File: config.mk
export PLATFORM = sky130hd
export DESIGN_NAME = spiSlaveTop
export DESIGN_NICKNAME = d
export VERILOG_FILES = /design/src/common/spiSlavePkg.sv /design/src/spiSlave/spiSlaveSerdes.sv /design/src/spiSlave/spiSlaveCtrl.sv /design/src/source/spiSignalMux.sv /design/src/source/csrRegFile.sv /design/src/source/ufiWriteBridge.sv /design/src/source/spiSlaveTop.sv
export SDC_FILE = /design/constraint.sdc
export NUM_CORES = 2
export LEC_CHECK = 0
export ABC_AREA = 1
export BUFFER_PORTS_ARGS = -buffer_cell sky130_fd_sc_hd__buf_2
export CORE_MARGIN = 2
export CORE_UTILIZATION = 40
export CTS_CLUSTER_DIAMETER = 100
export DETAILED_ROUTE_END_ITERATION = 6
export PLACE_DENSITY = 0.56
export SLEW_MARGIN = 20
export SYNTH_ARGS = -nofsm -noshare
export SYNTH_HDL_FRONTEND = slang
export SYNTH_SLANG_ARGS = --single-unit
File: constraint.sdc
create_clock -name iSysClk -period 5.4 [get_ports iSysClk]
set_input_delay 0.27 -clock iSysClk [delete_from_list [all_inputs] [get_ports iSysClk]]
set_output_delay 0.27 -clock iSysClk [all_outputs]
set_load 0.01 [all_outputs]
File: src/common/spiSlavePkg.sv
// Shared definitions for the SPI slave front end
// Word and CSR address widths
// Frame command encoding
// Decoded frame field, CSR bus, burst bus and burst FIFO entry
package spiSlavePkg;

	// ---------------------------------------------------------------------------
	// Widths
	// ---------------------------------------------------------------------------
	localparam int kWordBits    = 32;
	localparam int kUsiAdrsBits = 16;

	// Header bits 31:30
	typedef enum logic [1:0] {
		csrRead  = 2'b00,
		csrWrite = 2'b01,
		reserved = 2'b10,
		ufiWrite = 2'b11
	} spiCmdE;

	// One decoded word with its frame context
	typedef struct packed {
		logic [kWordBits-1:0] data;
		logic [kWordBits-1:0] adrs;
		spiCmdE               cmd;
		// Words left, this one included
		logic [15:0]          dLen;
		logic                 vd;
	} spiFieldS;

	// CSR write side
	typedef struct packed {
		logic [kWordBits-1:0]    wd;
		logic [kUsiAdrsBits-1:0] adrs;
		logic                    we;
	} usiBusS;

	// Burst write side
	typedef struct packed {
		logic [kWordBits-1:0] wd;
		logic [kWordBits-1:0] adrs;
		logic                 we;
		// High during the transfer period
		logic                 wvd;
	} ufiBusS;

	// Burst FIFO entry
	typedef struct packed {
		logic [kWordBits-1:0] adrs;
		logic [kWordBits-1:0] data;
	} ufiWriteS;

endpackage

File: src/spiSlave/spiSlaveSerdes.sv
// SPI mode 0 serializer
// Two-flop sync of SCLK, CS and MOSI, edge detect on SCLK
// MSB-first receive shift with one-cycle word pulse
// MSB-first transmit shift, reloaded at every word start
`timescale 1ns/1ps

module spiSlaveSerdes
(
	input  logic                               iSysClk,
	input  logic                               arstN,
	input  logic                               spiSclk,
	input  logic                               spiCs,
	input  logic                               spiMosi,
	input  logic [spiSlavePkg::kWordBits-1:0]  txWord,
	output logic                               spiMiso,
	output logic [spiSlavePkg::kWordBits-1:0]  rxWord,
	output logic                               rxDone,
	output logic                               csActive
);

	localparam int kCntBits = $clog2(spiSlavePkg::kWordBits);

	// ---------------------------------------------------------------------------
	// Pin synchronizers
	// ---------------------------------------------------------------------------
	// Bit 2 of the SCLK pipe is the previous synced level
	logic [2:0] sclkPipe;
	logic [1:0] csPipe;
	logic [1:0] mosiPipe;
	logic       sclkRise;
	logic       sclkFall;

	always_ff @(posedge iSysClk or negedge arstN)
	begin
		if (!arstN)
		begin
			sclkPipe <= '0;
			// CS idles high
			csPipe   <= '1;
			mosiPipe <= '0;
		end
		else
		begin
			sclkPipe <= {sclkPipe[1:0], spiSclk};
			csPipe   <= {csPipe[0], spiCs};
			mosiPipe <= {mosiPipe[0], spiMosi};
		end
	end

	assign sclkRise = sclkPipe[1] & ~sclkPipe[2];
	assign sclkFall = ~sclkPipe[1] & sclkPipe[2];
	// CS is active low
	assign csActive = ~csPipe[1];

	// ---------------------------------------------------------------------------
	// Bit counter and word pulse
	// ---------------------------------------------------------------------------
	logic [kCntBits-1:0]                bitCnt;
	logic [spiSlavePkg::kWordBits-1:0] rxShift;
	logic [spiSlavePkg::kWordBits-1:0] txShift;

	always_ff @(posedge iSysClk or negedge arstN)
	begin
		if (!arstN)
		begin
			bitCnt <= '0;
			rxDone <= 1'b0;
		end
		else
		begin
			rxDone <= 1'b0;
			// CS high restarts word alignment
			if (!csActive)
				bitCnt <= '0;
			else if (sclkRise)
			begin
				// Counter wraps to zero after bit 0
				bitCnt <= bitCnt + 1'b1;
				if (bitCnt == kCntBits'(spiSlavePkg::kWordBits - 1))
					rxDone <= 1'b1;
			end
		end
	end

	// Receive shift, MSB first on rising SCLK
	always_ff @(posedge iSysClk)
	begin
		if (csActive && sclkRise)
		begin
			rxShift <= {rxShift[spiSlavePkg::kWordBits-2:0], mosiPipe[1]};
			if (bitCnt == kCntBits'(spiSlavePkg::kWordBits - 1))
				rxWord <= {rxShift[spiSlavePkg::kWordBits-2:0], mosiPipe[1]};
		end
	end

	// Transmit shift
	// Follows txWord until the first rising edge of a word
	// Then advances on each falling edge
	always_ff @(posedge iSysClk)
	begin
		if (!csActive || bitCnt == '0)
			txShift <= txWord;
		else if (sclkFall)
			txShift <= {txShift[spiSlavePkg::kWordBits-2:0], 1'b0};
	end

	assign spiMiso = txShift[spiSlavePkg::kWordBits-1];

endmodule

File: src/spiSlave/spiSlaveCtrl.sv
// Frame sequencer for the SPI slave
// Parses header, address and data words of a frame
// Tracks word address and remaining length
// Drives the decoded field and the MISO word for CSR reads
`timescale 1ns/1ps

module spiSlaveCtrl
(
	input  logic                               iSysClk,
	input  logic                               arstN,
	input  logic [spiSlavePkg::kWordBits-1:0]  rxWord,
	input  logic                               rxDone,
	input  logic                               csActive,
	input  logic [spiSlavePkg::kWordBits-1:0]  misoWord,
	output logic [spiSlavePkg::kWordBits-1:0]  txWord,
	output spiSlavePkg::spiFieldS              field
);

	// Idle holds after a finished frame until CS goes high
	typedef enum logic [1:0] {
		sIdle,
		sHeader,
		sAdrs,
		sData
	} stateE;

	stateE                             state;
	logic [15:0]                       remLen;
	logic                              fieldVd;
	spiSlavePkg::spiCmdE               fieldCmd;
	logic [15:0]                       fieldLen;
	logic [spiSlavePkg::kWordBits-1:0] fieldAdrs;
	logic [spiSlavePkg::kWordBits-1:0] fieldData;

	// ---------------------------------------------------------------------------
	// Sequencer
	// ---------------------------------------------------------------------------
	always_ff @(posedge iSysClk or negedge arstN)
	begin
		if (!arstN)
		begin
			state     <= sIdle;
			remLen    <= '0;
			fieldVd   <= 1'b0;
			fieldCmd  <= spiSlavePkg::csrRead;
			fieldLen  <= '0;
			fieldAdrs <= '0;
		end
		else
		begin
			fieldVd <= 1'b0;
			if (!csActive)
			begin
				// Between frames, also drops an aborted frame
				state    <= sHeader;
				fieldLen <= '0;
			end
			else
			begin
				case (state)
					sIdle:
						state <= sIdle;
					sHeader:
						if (rxDone)
						begin
							fieldCmd <= spiSlavePkg::spiCmdE'(rxWord[31:30]);
							fieldLen <= rxWord[15:0];
							remLen   <= rxWord[15:0];
							state    <= sAdrs;
						end
					sAdrs:
						if (rxDone)
						begin
							// Also the read address for the first data word
							fieldAdrs <= rxWord;
							state     <= (remLen == '0) ? sIdle : sData;
						end
					sData:
						if (rxDone)
						begin
							fieldVd  <= 1'b1;
							fieldLen <= remLen;
							remLen   <= remLen - 1'b1;
							if (remLen == 16'd1)
								state <= sIdle;
						end
					default:
						state <= sIdle;
				endcase
				// Step to the next word address after each data word
				if (fieldVd)
				begin
					fieldAdrs <= fieldAdrs + 1'b1;
					fieldLen  <= remLen;
				end
			end
		end
	end

	// Data word payload
	always_ff @(posedge iSysClk)
	begin
		if (rxDone && state == sData)
			fieldData <= rxWord;
	end

	assign field = '{
		data: fieldData,
		adrs: fieldAdrs,
		cmd:  fieldCmd,
		dLen: fieldLen,
		vd:   fieldVd
	};

	// Read data only inside the data phase of a CSR read
	assign txWord = (state == sData && fieldCmd == spiSlavePkg::csrRead) ? misoWord : '0;

endmodule

File: src/source/spiSignalMux.sv
// Field to bus mux for the SPI slave
// One-cycle register stage onto the CSR and burst buses
// Write enables decoded from valid flag and command
// CSR read data passed straight back as the MISO word
`timescale 1ns/1ps

module spiSignalMux
(
	input  logic                               iSysClk,
	input  logic                               arstN,
	input  spiSlavePkg::spiFieldS              field,
	input  logic [spiSlavePkg::kWordBits-1:0]  csrRd,
	output spiSlavePkg::usiBusS                usiBus,
	output spiSlavePkg::ufiBusS                ufiBus,
	output logic [spiSlavePkg::kWordBits-1:0]  misoWord
);

	logic [spiSlavePkg::kWordBits-1:0] wdQ;
	logic [spiSlavePkg::kWordBits-1:0] adrsQ;
	logic                              usiWe;
	logic                              ufiWe;
	logic                              ufiWvd;

	// ---------------------------------------------------------------------------
	// Data and address, shared by both buses
	// ---------------------------------------------------------------------------
	always_ff @(posedge iSysClk)
	begin
		wdQ   <= field.data;
		adrsQ <= field.adrs;
	end

	// ---------------------------------------------------------------------------
	// Enables, delayed to line up with the data
	// ---------------------------------------------------------------------------
	always_ff @(posedge iSysClk or negedge arstN)
	begin
		if (!arstN)
		begin
			usiWe  <= 1'b0;
			ufiWe  <= 1'b0;
			ufiWvd <= 1'b0;
		end
		else
		begin
			usiWe  <= field.vd && (field.cmd == spiSlavePkg::csrWrite);
			ufiWe  <= field.vd && (field.cmd == spiSlavePkg::ufiWrite);
			// Transfer period lasts while words remain
			ufiWvd <= (field.dLen != '0);
		end
	end

	assign usiBus   = '{wd: wdQ, adrs: adrsQ[spiSlavePkg::kUsiAdrsBits-1:0], we: usiWe};
	assign ufiBus   = '{wd: wdQ, adrs: adrsQ, we: ufiWe, wvd: ufiWvd};
	// No register on the read path
	assign misoWord = csrRd;

endmodule

File: src/source/csrRegFile.sv
// Control and status register file
// Written from the CSR bus
// Combinational read port addressed by the frame sequencer
// Low address bits only, so addresses wrap
`timescale 1ns/1ps

module csrRegFile #(
	parameter int pCsrAdrsBit = 4
)
(
	input  logic                                  iSysClk,
	input  logic                                  arstN,
	input  spiSlavePkg::usiBusS                   usiBus,
	input  logic [spiSlavePkg::kUsiAdrsBits-1:0]  rdAdrs,
	output logic [spiSlavePkg::kWordBits-1:0]     csrRd
);

	localparam int kRegNum = 2 ** pCsrAdrsBit;

	logic [spiSlavePkg::kWordBits-1:0] regs [kRegNum];
	logic [pCsrAdrsBit-1:0]            wrIdx;
	logic [pCsrAdrsBit-1:0]            rdIdx;

	// Upper address bits dropped
	assign wrIdx = usiBus.adrs[pCsrAdrsBit-1:0];
	assign rdIdx = rdAdrs[pCsrAdrsBit-1:0];

	// ---------------------------------------------------------------------------
	// Write port
	// ---------------------------------------------------------------------------
	always_ff @(posedge iSysClk or negedge arstN)
	begin
		if (!arstN)
		begin
			// All registers read zero after reset
			for (int i = 0; i < kRegNum; i++)
				regs[i] <= '0;
		end
		else if (usiBus.we)
		begin
			regs[wrIdx] <= usiBus.wd;
		end
	end

	// ---------------------------------------------------------------------------
	// Read port
	// ---------------------------------------------------------------------------
	assign csrRd = regs[rdIdx];

endmodule

File: src/source/ufiWriteBridge.sv
// Burst write bridge
// Circular FIFO of address and data entries
// Four-phase req/ack master draining the FIFO to memory
// Sticky overflow flag on a write into a full FIFO
`timescale 1ns/1ps

module ufiWriteBridge #(
	parameter int pFifoDepth = 8
)
(
	input  logic                               iSysClk,
	input  logic                               arstN,
	input  spiSlavePkg::ufiBusS                ufiBus,
	input  logic                               memAck,
	output logic                               memReq,
	output logic [spiSlavePkg::kWordBits-1:0]  memAdrs,
	output logic [spiSlavePkg::kWordBits-1:0]  memData,
	output logic                               ufiOverflow
);

	localparam int kPtrBits = (pFifoDepth > 1) ? $clog2(pFifoDepth) : 1;
	localparam int kCntBits = $clog2(pFifoDepth + 1);

	// Req high, ack pending; then req low, ack release pending
	typedef enum logic [1:0] {
		sIdle,
		sReq,
		sRelease
	} stateE;

	spiSlavePkg::ufiWriteS fifo [pFifoDepth];
	logic [kPtrBits-1:0]   wrPtr;
	logic [kPtrBits-1:0]   rdPtr;
	logic [kCntBits-1:0]   count;
	logic                  full;
	logic                  push;
	logic                  pop;
	stateE                 state;

	assign full = (count == kCntBits'(pFifoDepth));
	// Writes into a full FIFO are lost
	assign push = ufiBus.we && !full;
	assign pop  = (state == sIdle) && (count != '0);

	// ---------------------------------------------------------------------------
	// FIFO storage
	// ---------------------------------------------------------------------------
	always_ff @(posedge iSysClk)
	begin
		if (push)
			fifo[wrPtr] <= '{adrs: ufiBus.adrs, data: ufiBus.wd};
		// Hold the memory port stable for the whole handshake
		if (pop)
		begin
			memAdrs <= fifo[rdPtr].adrs;
			memData <= fifo[rdPtr].data;
		end
	end

	// ---------------------------------------------------------------------------
	// Pointers, fill level, handshake
	// ---------------------------------------------------------------------------
	always_ff @(posedge iSysClk or negedge arstN)
	begin
		if (!arstN)
		begin
			wrPtr       <= '0;
			rdPtr       <= '0;
			count       <= '0;
			state       <= sIdle;
			memReq      <= 1'b0;
			ufiOverflow <= 1'b0;
		end
		else
		begin
			if (push)
				wrPtr <= (wrPtr == kPtrBits'(pFifoDepth - 1)) ? '0 : wrPtr + 1'b1;
			if (pop)
				rdPtr <= (rdPtr == kPtrBits'(pFifoDepth - 1)) ? '0 : rdPtr + 1'b1;
			count <= count + kCntBits'(push) - kCntBits'(pop);
			if (ufiBus.we && full)
				ufiOverflow <= 1'b1;

			case (state)
				sIdle:
					if (pop)
					begin
						memReq <= 1'b1;
						state  <= sReq;
					end
				sReq:
					if (memAck)
					begin
						memReq <= 1'b0;
						state  <= sRelease;
					end
				sRelease:
					// Next entry only after ack falls
					if (!memAck)
						state <= sIdle;
				default:
					state <= sIdle;
			endcase
		end
	end

endmodule

File: src/source/spiSlaveTop.sv
// SPI slave front end, top level
// Serializer, frame sequencer, bus mux, CSR register file
// and burst write bridge wired together
`timescale 1ns/1ps

module spiSlaveTop #(
	parameter int pCsrAdrsBit = 4,
	parameter int pFifoDepth  = 8
)
(
	input  logic                               iSysClk,
	input  logic                               arstN,
	// SPI pins
	input  logic                               spiSclk,
	input  logic                               spiCs,
	input  logic                               spiMosi,
	output logic                               spiMiso,
	// Memory port
	output logic                               memReq,
	input  logic                               memAck,
	output logic [spiSlavePkg::kWordBits-1:0]  memAdrs,
	output logic [spiSlavePkg::kWordBits-1:0]  memData,
	output logic                               ufiOverflow
);

	logic [spiSlavePkg::kWordBits-1:0] rxWord;
	logic                              rxDone;
	logic                              csActive;
	logic [spiSlavePkg::kWordBits-1:0] txWord;
	logic [spiSlavePkg::kWordBits-1:0] misoWord;
	logic [spiSlavePkg::kWordBits-1:0] csrRd;
	spiSlavePkg::spiFieldS             field;
	spiSlavePkg::usiBusS               usiBus;
	spiSlavePkg::ufiBusS               ufiBus;

	spiSlaveSerdes i_spiSlaveSerdes (
		.iSysClk  (iSysClk),
		.arstN    (arstN),
		.spiSclk  (spiSclk),
		.spiCs    (spiCs),
		.spiMosi  (spiMosi),
		.txWord   (txWord),
		.spiMiso  (spiMiso),
		.rxWord   (rxWord),
		.rxDone   (rxDone),
		.csActive (csActive)
	);

	spiSlaveCtrl i_spiSlaveCtrl (
		.iSysClk  (iSysClk),
		.arstN    (arstN),
		.rxWord   (rxWord),
		.rxDone   (rxDone),
		.csActive (csActive),
		.misoWord (misoWord),
		.txWord   (txWord),
		.field    (field)
	);

	spiSignalMux i_spiSignalMux (
		.iSysClk  (iSysClk),
		.arstN    (arstN),
		.field    (field),
		.csrRd    (csrRd),
		.usiBus   (usiBus),
		.ufiBus   (ufiBus),
		.misoWord (misoWord)
	);

	// Read address follows the sequencer's current word address
	csrRegFile #(
		.pCsrAdrsBit (pCsrAdrsBit)
	) i_csrRegFile (
		.iSysClk (iSysClk),
		.arstN   (arstN),
		.usiBus  (usiBus),
		.rdAdrs  (field.adrs[spiSlavePkg::kUsiAdrsBits-1:0]),
		.csrRd   (csrRd)
	);

	ufiWriteBridge #(
		.pFifoDepth (pFifoDepth)
	) i_ufiWriteBridge (
		.iSysClk     (iSysClk),
		.arstN       (arstN),
		.ufiBus      (ufiBus),
		.memAck      (memAck),
		.memReq      (memReq),
		.memAdrs     (memAdrs),
		.memData     (memData),
		.ufiOverflow (ufiOverflow)
	);

endmodule

==> reports/qor.csv <==
stage,metric,value,unit
synth,net count after synthesis,5836,
grt,first-pass GRT wire length,226000,um
setup_path,r2r endpoint,i_spiSlaveCtrl.fieldAdrs[31],
cts,hold-fix buffers at CTS,5,
route,1st-iter DRT viols,3801,
sta,PnR worst setup slack,2180,ps
route,DRT met1 WL,67800,um
cells_and_area,layout cells sized above 1,6.72,%
sta,Slew @ Worst Pin,1100,ps
die,Die H,379,um
cts,Clock transition at path regs,60,ps
power_and_ir_drop,Design Power,20.8,mW
power_and_ir_drop,Flop pwr share,52.3,%
synth,Post-synth EDFFs,703,
setup_path,Worst R2R Setup Slack,2180,ps
power_and_ir_drop,internal power,16.6,mW
sta,min Tclk post-route,3220,ps
cells_and_area,fillcell total,13133,
setup_path,most frequent cell on the critical path,nand2_1,
sta,final setup violation count,0,
setup_path,Critical Path RT,6060,ps
hold_path,Worst Hold Class,input port to async pin,
synth,unique cell type count in the Yosys netlist,37,
synth,top_reg_cell synth,edfxtp_1,
power_and_ir_drop,Switching Share,20.5,%
cts,Clock Tree Root,clkbuf_16,
grt,Congestion Overflow GR,0,
cells_and_area,final std cells w/o fill,7737,
setup_path,critical path peak fanout,100,
synth,syn_area_per_cell,9.70,um2
cts,"Setup Fix Bufs, Post-CTS",0,
cells_and_area,Layout area overhead,12.1,%
cts,CTS HTree Levels,4,
cts,TritonCTS buffer count,145,
route,drc violations,0,
run,Max Cap Viol,0,
synth,Synth Warn #,0,
synth,synthesized area,0.0564,mm2
route,DR WL met2,67000,um
setup_path,r2r startpoint,i_spiSlaveCtrl.fieldAdrs[0],
power_and_ir_drop,Pleak,26.6,nW
setup_path,max incr delay on CP,1020,ps
synth,Yosys top cell area share,37.5,%
synth,post-synth top area cell,edfxtp_1,
setup_path,Worst R2R Path Depth,10,
sta,Fmax,311,MHz
setup_path,worst setup path category,register to register,
route,met3 WL post-DR,7650,um
setup_path,CP arrival,3870,ps
synth,most instantiated cells after synthesis,"nand2_1 (1863), nor2_1 (714), edfxtp_1 (703)",
cells_and_area,Final nets,5770,
power_and_ir_drop,Power Dens Cells,330,mW/mm2
synth,most common cell in the synthesized netlist,nand2_1,
status,status,"finished, final reports clean",
sta,Fin Setup TNS,0,ps
sta,max_slew headroom,26.8,%
sta,Final Hold Vio Count,0,
sta,RSZ-0062 raised after global routing,false,
cts,CTS Buffer Depth,3,
die,Top Ports,73,
route,total wire length,145000,um
cts,CTS tree,yes,
route,DR pass1 iterations,5,
grt,GRT Util Overall,20.5,%
setup_path,"CP delay by family, top",flip-flops,
die,starting density of the core,40.3,%
cells_and_area,final core utilization,45.2,%
die,die area,0.144,mm2
power_and_ir_drop,clock power share,46.8,%
route,per-cell routed wire length,18.8,um
cells_and_area,Finished Cell Area,0.0632,mm2
route,Routed Antenna Nets,0,
synth,Post-Synthesis Cells,5810,
die,row count,137,
cts,post_cts resized,0,
setup_path,critical path's slowest cell,dfrtp_4,
synth,flop and latch count out of synthesis,1361,
sta,hold slack,103,ps
grt,initial antenna violation count,5,
cts,Clock Latency Late Sink,780,ps
placement,worst slack at placement,2240,ps
setup_path,"Cell Chain, Critical Path","inv_6, buf_4, nor2_4, nand2_1, nor2_1, nand2_1, nand2_1, nand3_1, nand2_1, nand2_1",
sta,clk_skew,30.8,ps
cts,clock sinks,1361,
placement,HPWL after DPL,79300,um
placement,input/output buffers,72,
power_and_ir_drop,Comb pwr share,0.9,%
sta,Final Cycle Share,59.6,%
setup_path,crit start category,register,
cells_and_area,Ant. Diodes,0,
placement,RePlAce Congestion,0.821,
placement,Cells after DPL,7468,
synth,Synth area leaders,"edfxtp_1 (37%), dfrtp_1 (26%), nand2_1 (12%)",
setup_path,crit end category,register,
power_and_ir_drop,VDD IR max,0.000310,V
route,via count,39299,
route,detailed-route vias per instance,5.08,
synth,"Seq/Total Area, Yosys",66.1,%
placement,Area after DPL,0.0585,mm2
die,die width,379,um
synth,Async SR Flop Fraction,43.6,%
grt,vias in the first global route,37255,
route,uppermost metal layer occupied by signal nets,met4,
die,core area,0.140,mm2
grt,pin count of the biggest net entering global routing,199,
sta,"Slew Viols, Final",0,
setup_path,Critical path buffers and inverters,2,
power_and_ir_drop,Switch Pwr,4.27,mW
==> worst max path at each step <==
stage | to | cells past startpoint | slack (ps) | start
3_3_place_gp | i_spiSlaveCtrl.fieldAdrs[31] | 10 | 2260 | i_spiSlaveCtrl.fieldAdrs[0]
5_1_grt | i_spiSlaveCtrl.fieldAdrs[31] | 10 | 2000 | i_spiSlaveCtrl.fieldAdrs[0]
2_1_floorplan | i_ufiWriteBridge.count[2] | 8 | 1210 | i_ufiWriteBridge.state[1]
6_report | i_spiSlaveCtrl.fieldAdrs[31] | 10 | 2180 | i_spiSlaveCtrl.fieldAdrs[0]
3_5_place_dp | i_spiSlaveCtrl.fieldAdrs[31] | 10 | 2240 | i_spiSlaveCtrl.fieldAdrs[0]
4_1_cts | i_spiSlaveCtrl.fieldAdrs[31] | 10 | 2230 | i_spiSlaveCtrl.fieldAdrs[0]
==> worst register-to-register path: stages, from the launching register on <==
cell	delay [ps]
dfrtp_4	1020
inv_6	670
buf_4	500
nor2_4	220
nand2_1	170
nor2_1	210
nand2_1	80
nand2_1	50
nand3_1	60
nand2_1	90
nand2_1	40
==> final cells by class <==
| type | instances | area, um2 | area share [%] |
|---|---|---|---|
| Sequential cell | 1361 | 37300 | 59.0 |
| Tap cell | 1876 | 2350 | 3.72 |
| Timing Repair Buffer | 142 | 1080 | 1.72 |
| Clock inverter | 58 | 543 | 0.860 |
| Clock buffer | 206 | 4110 | 6.50 |
| Multi-Input combinational cell | 3759 | 16500 | 26.2 |
| Inverter | 335 | 1270 | 2.01 |
==> cell families (layout without fill, tap and decap cells) <==
| logic type | Yosys count | in the layout | share of synthesized area (%) |
|---|---|---|---|
| and+or+nand+nor | 2788 | 2788 | 19.2 |
| adders and majority gates | 20 | 20 | 0.457 |
| xor gates and xnor gates | 8 | 8 | 0.124 |
| DFF | 1361 | 1361 | 66.1 |
| AOI/OAI and AO/OA | 943 | 943 | 9.27 |
| buffers and inverters | 690 | 741 | 4.85 |
==> per-layer routing <==
layer	up-vias	track usage, %
li1	19002	-
met1	19156	29.2
met2	953	32.5
met3	188	3.08
met4	0	5.49
met5	-	0
==> sequential cells by signal, indices dropped and copies added (netlist names), 32 cells and up <==
name,count
i_ufiWriteBridge.fifo,512
i_spiSlaveCtrl.fieldData,32
i_spiSlaveSerdes.txShift,32
i_spiSlaveCtrl.fieldAdrs,32
i_spiSlaveSerdes.rxWord,32
i_spiSignalMux.wdQ,32
i_ufiWriteBridge.memData,32
i_csrRegFile.regs,512
i_ufiWriteBridge.memAdrs,32
i_spiSignalMux.adrsQ,32
==> cells in the final DEF (no fill, tap or decap), types with 4 or more instances in the layout <==
cell	count
inv_2	7
nor3_1	5
o21ai_1	127
dfxtp_1	64
clkinv_2	21
bufinv_16	7
o21ai_0	635
dfrtp_4	4
clkbuf_8	12
nand3_1	186
nand2_1	1855
buf_12	14
a21oi_1	38
o32ai_1	128
clkinv_1	25
inv_6	5
o22ai_1	6
clkbuf_1	43
buf_2	71
nand2_4	6
inv_1	320
xor2_1	4
dlygate4sd3_1	5
buf_4	51
xnor2_1	4
clkbuf_16	151
nand3_2	5
ha_1	19
dfrtp_1	585
edfxtp_1	703
or2_2	4
nor2_4	9
nor2_1	703
==> power groups by stage <==
stage	logic, mW	clock network [mW]	registers (mW)
after detailed placement	0.191	0	11.1
after global routing	0.214	10.4	10.9
after global placement	0.189	0	11.1
after CTS	0.194	9.98	10.9
after floorplan	0.0520	0	11.1
final	0.184	9.75	10.9
Power figures use the tool's default switching activity.
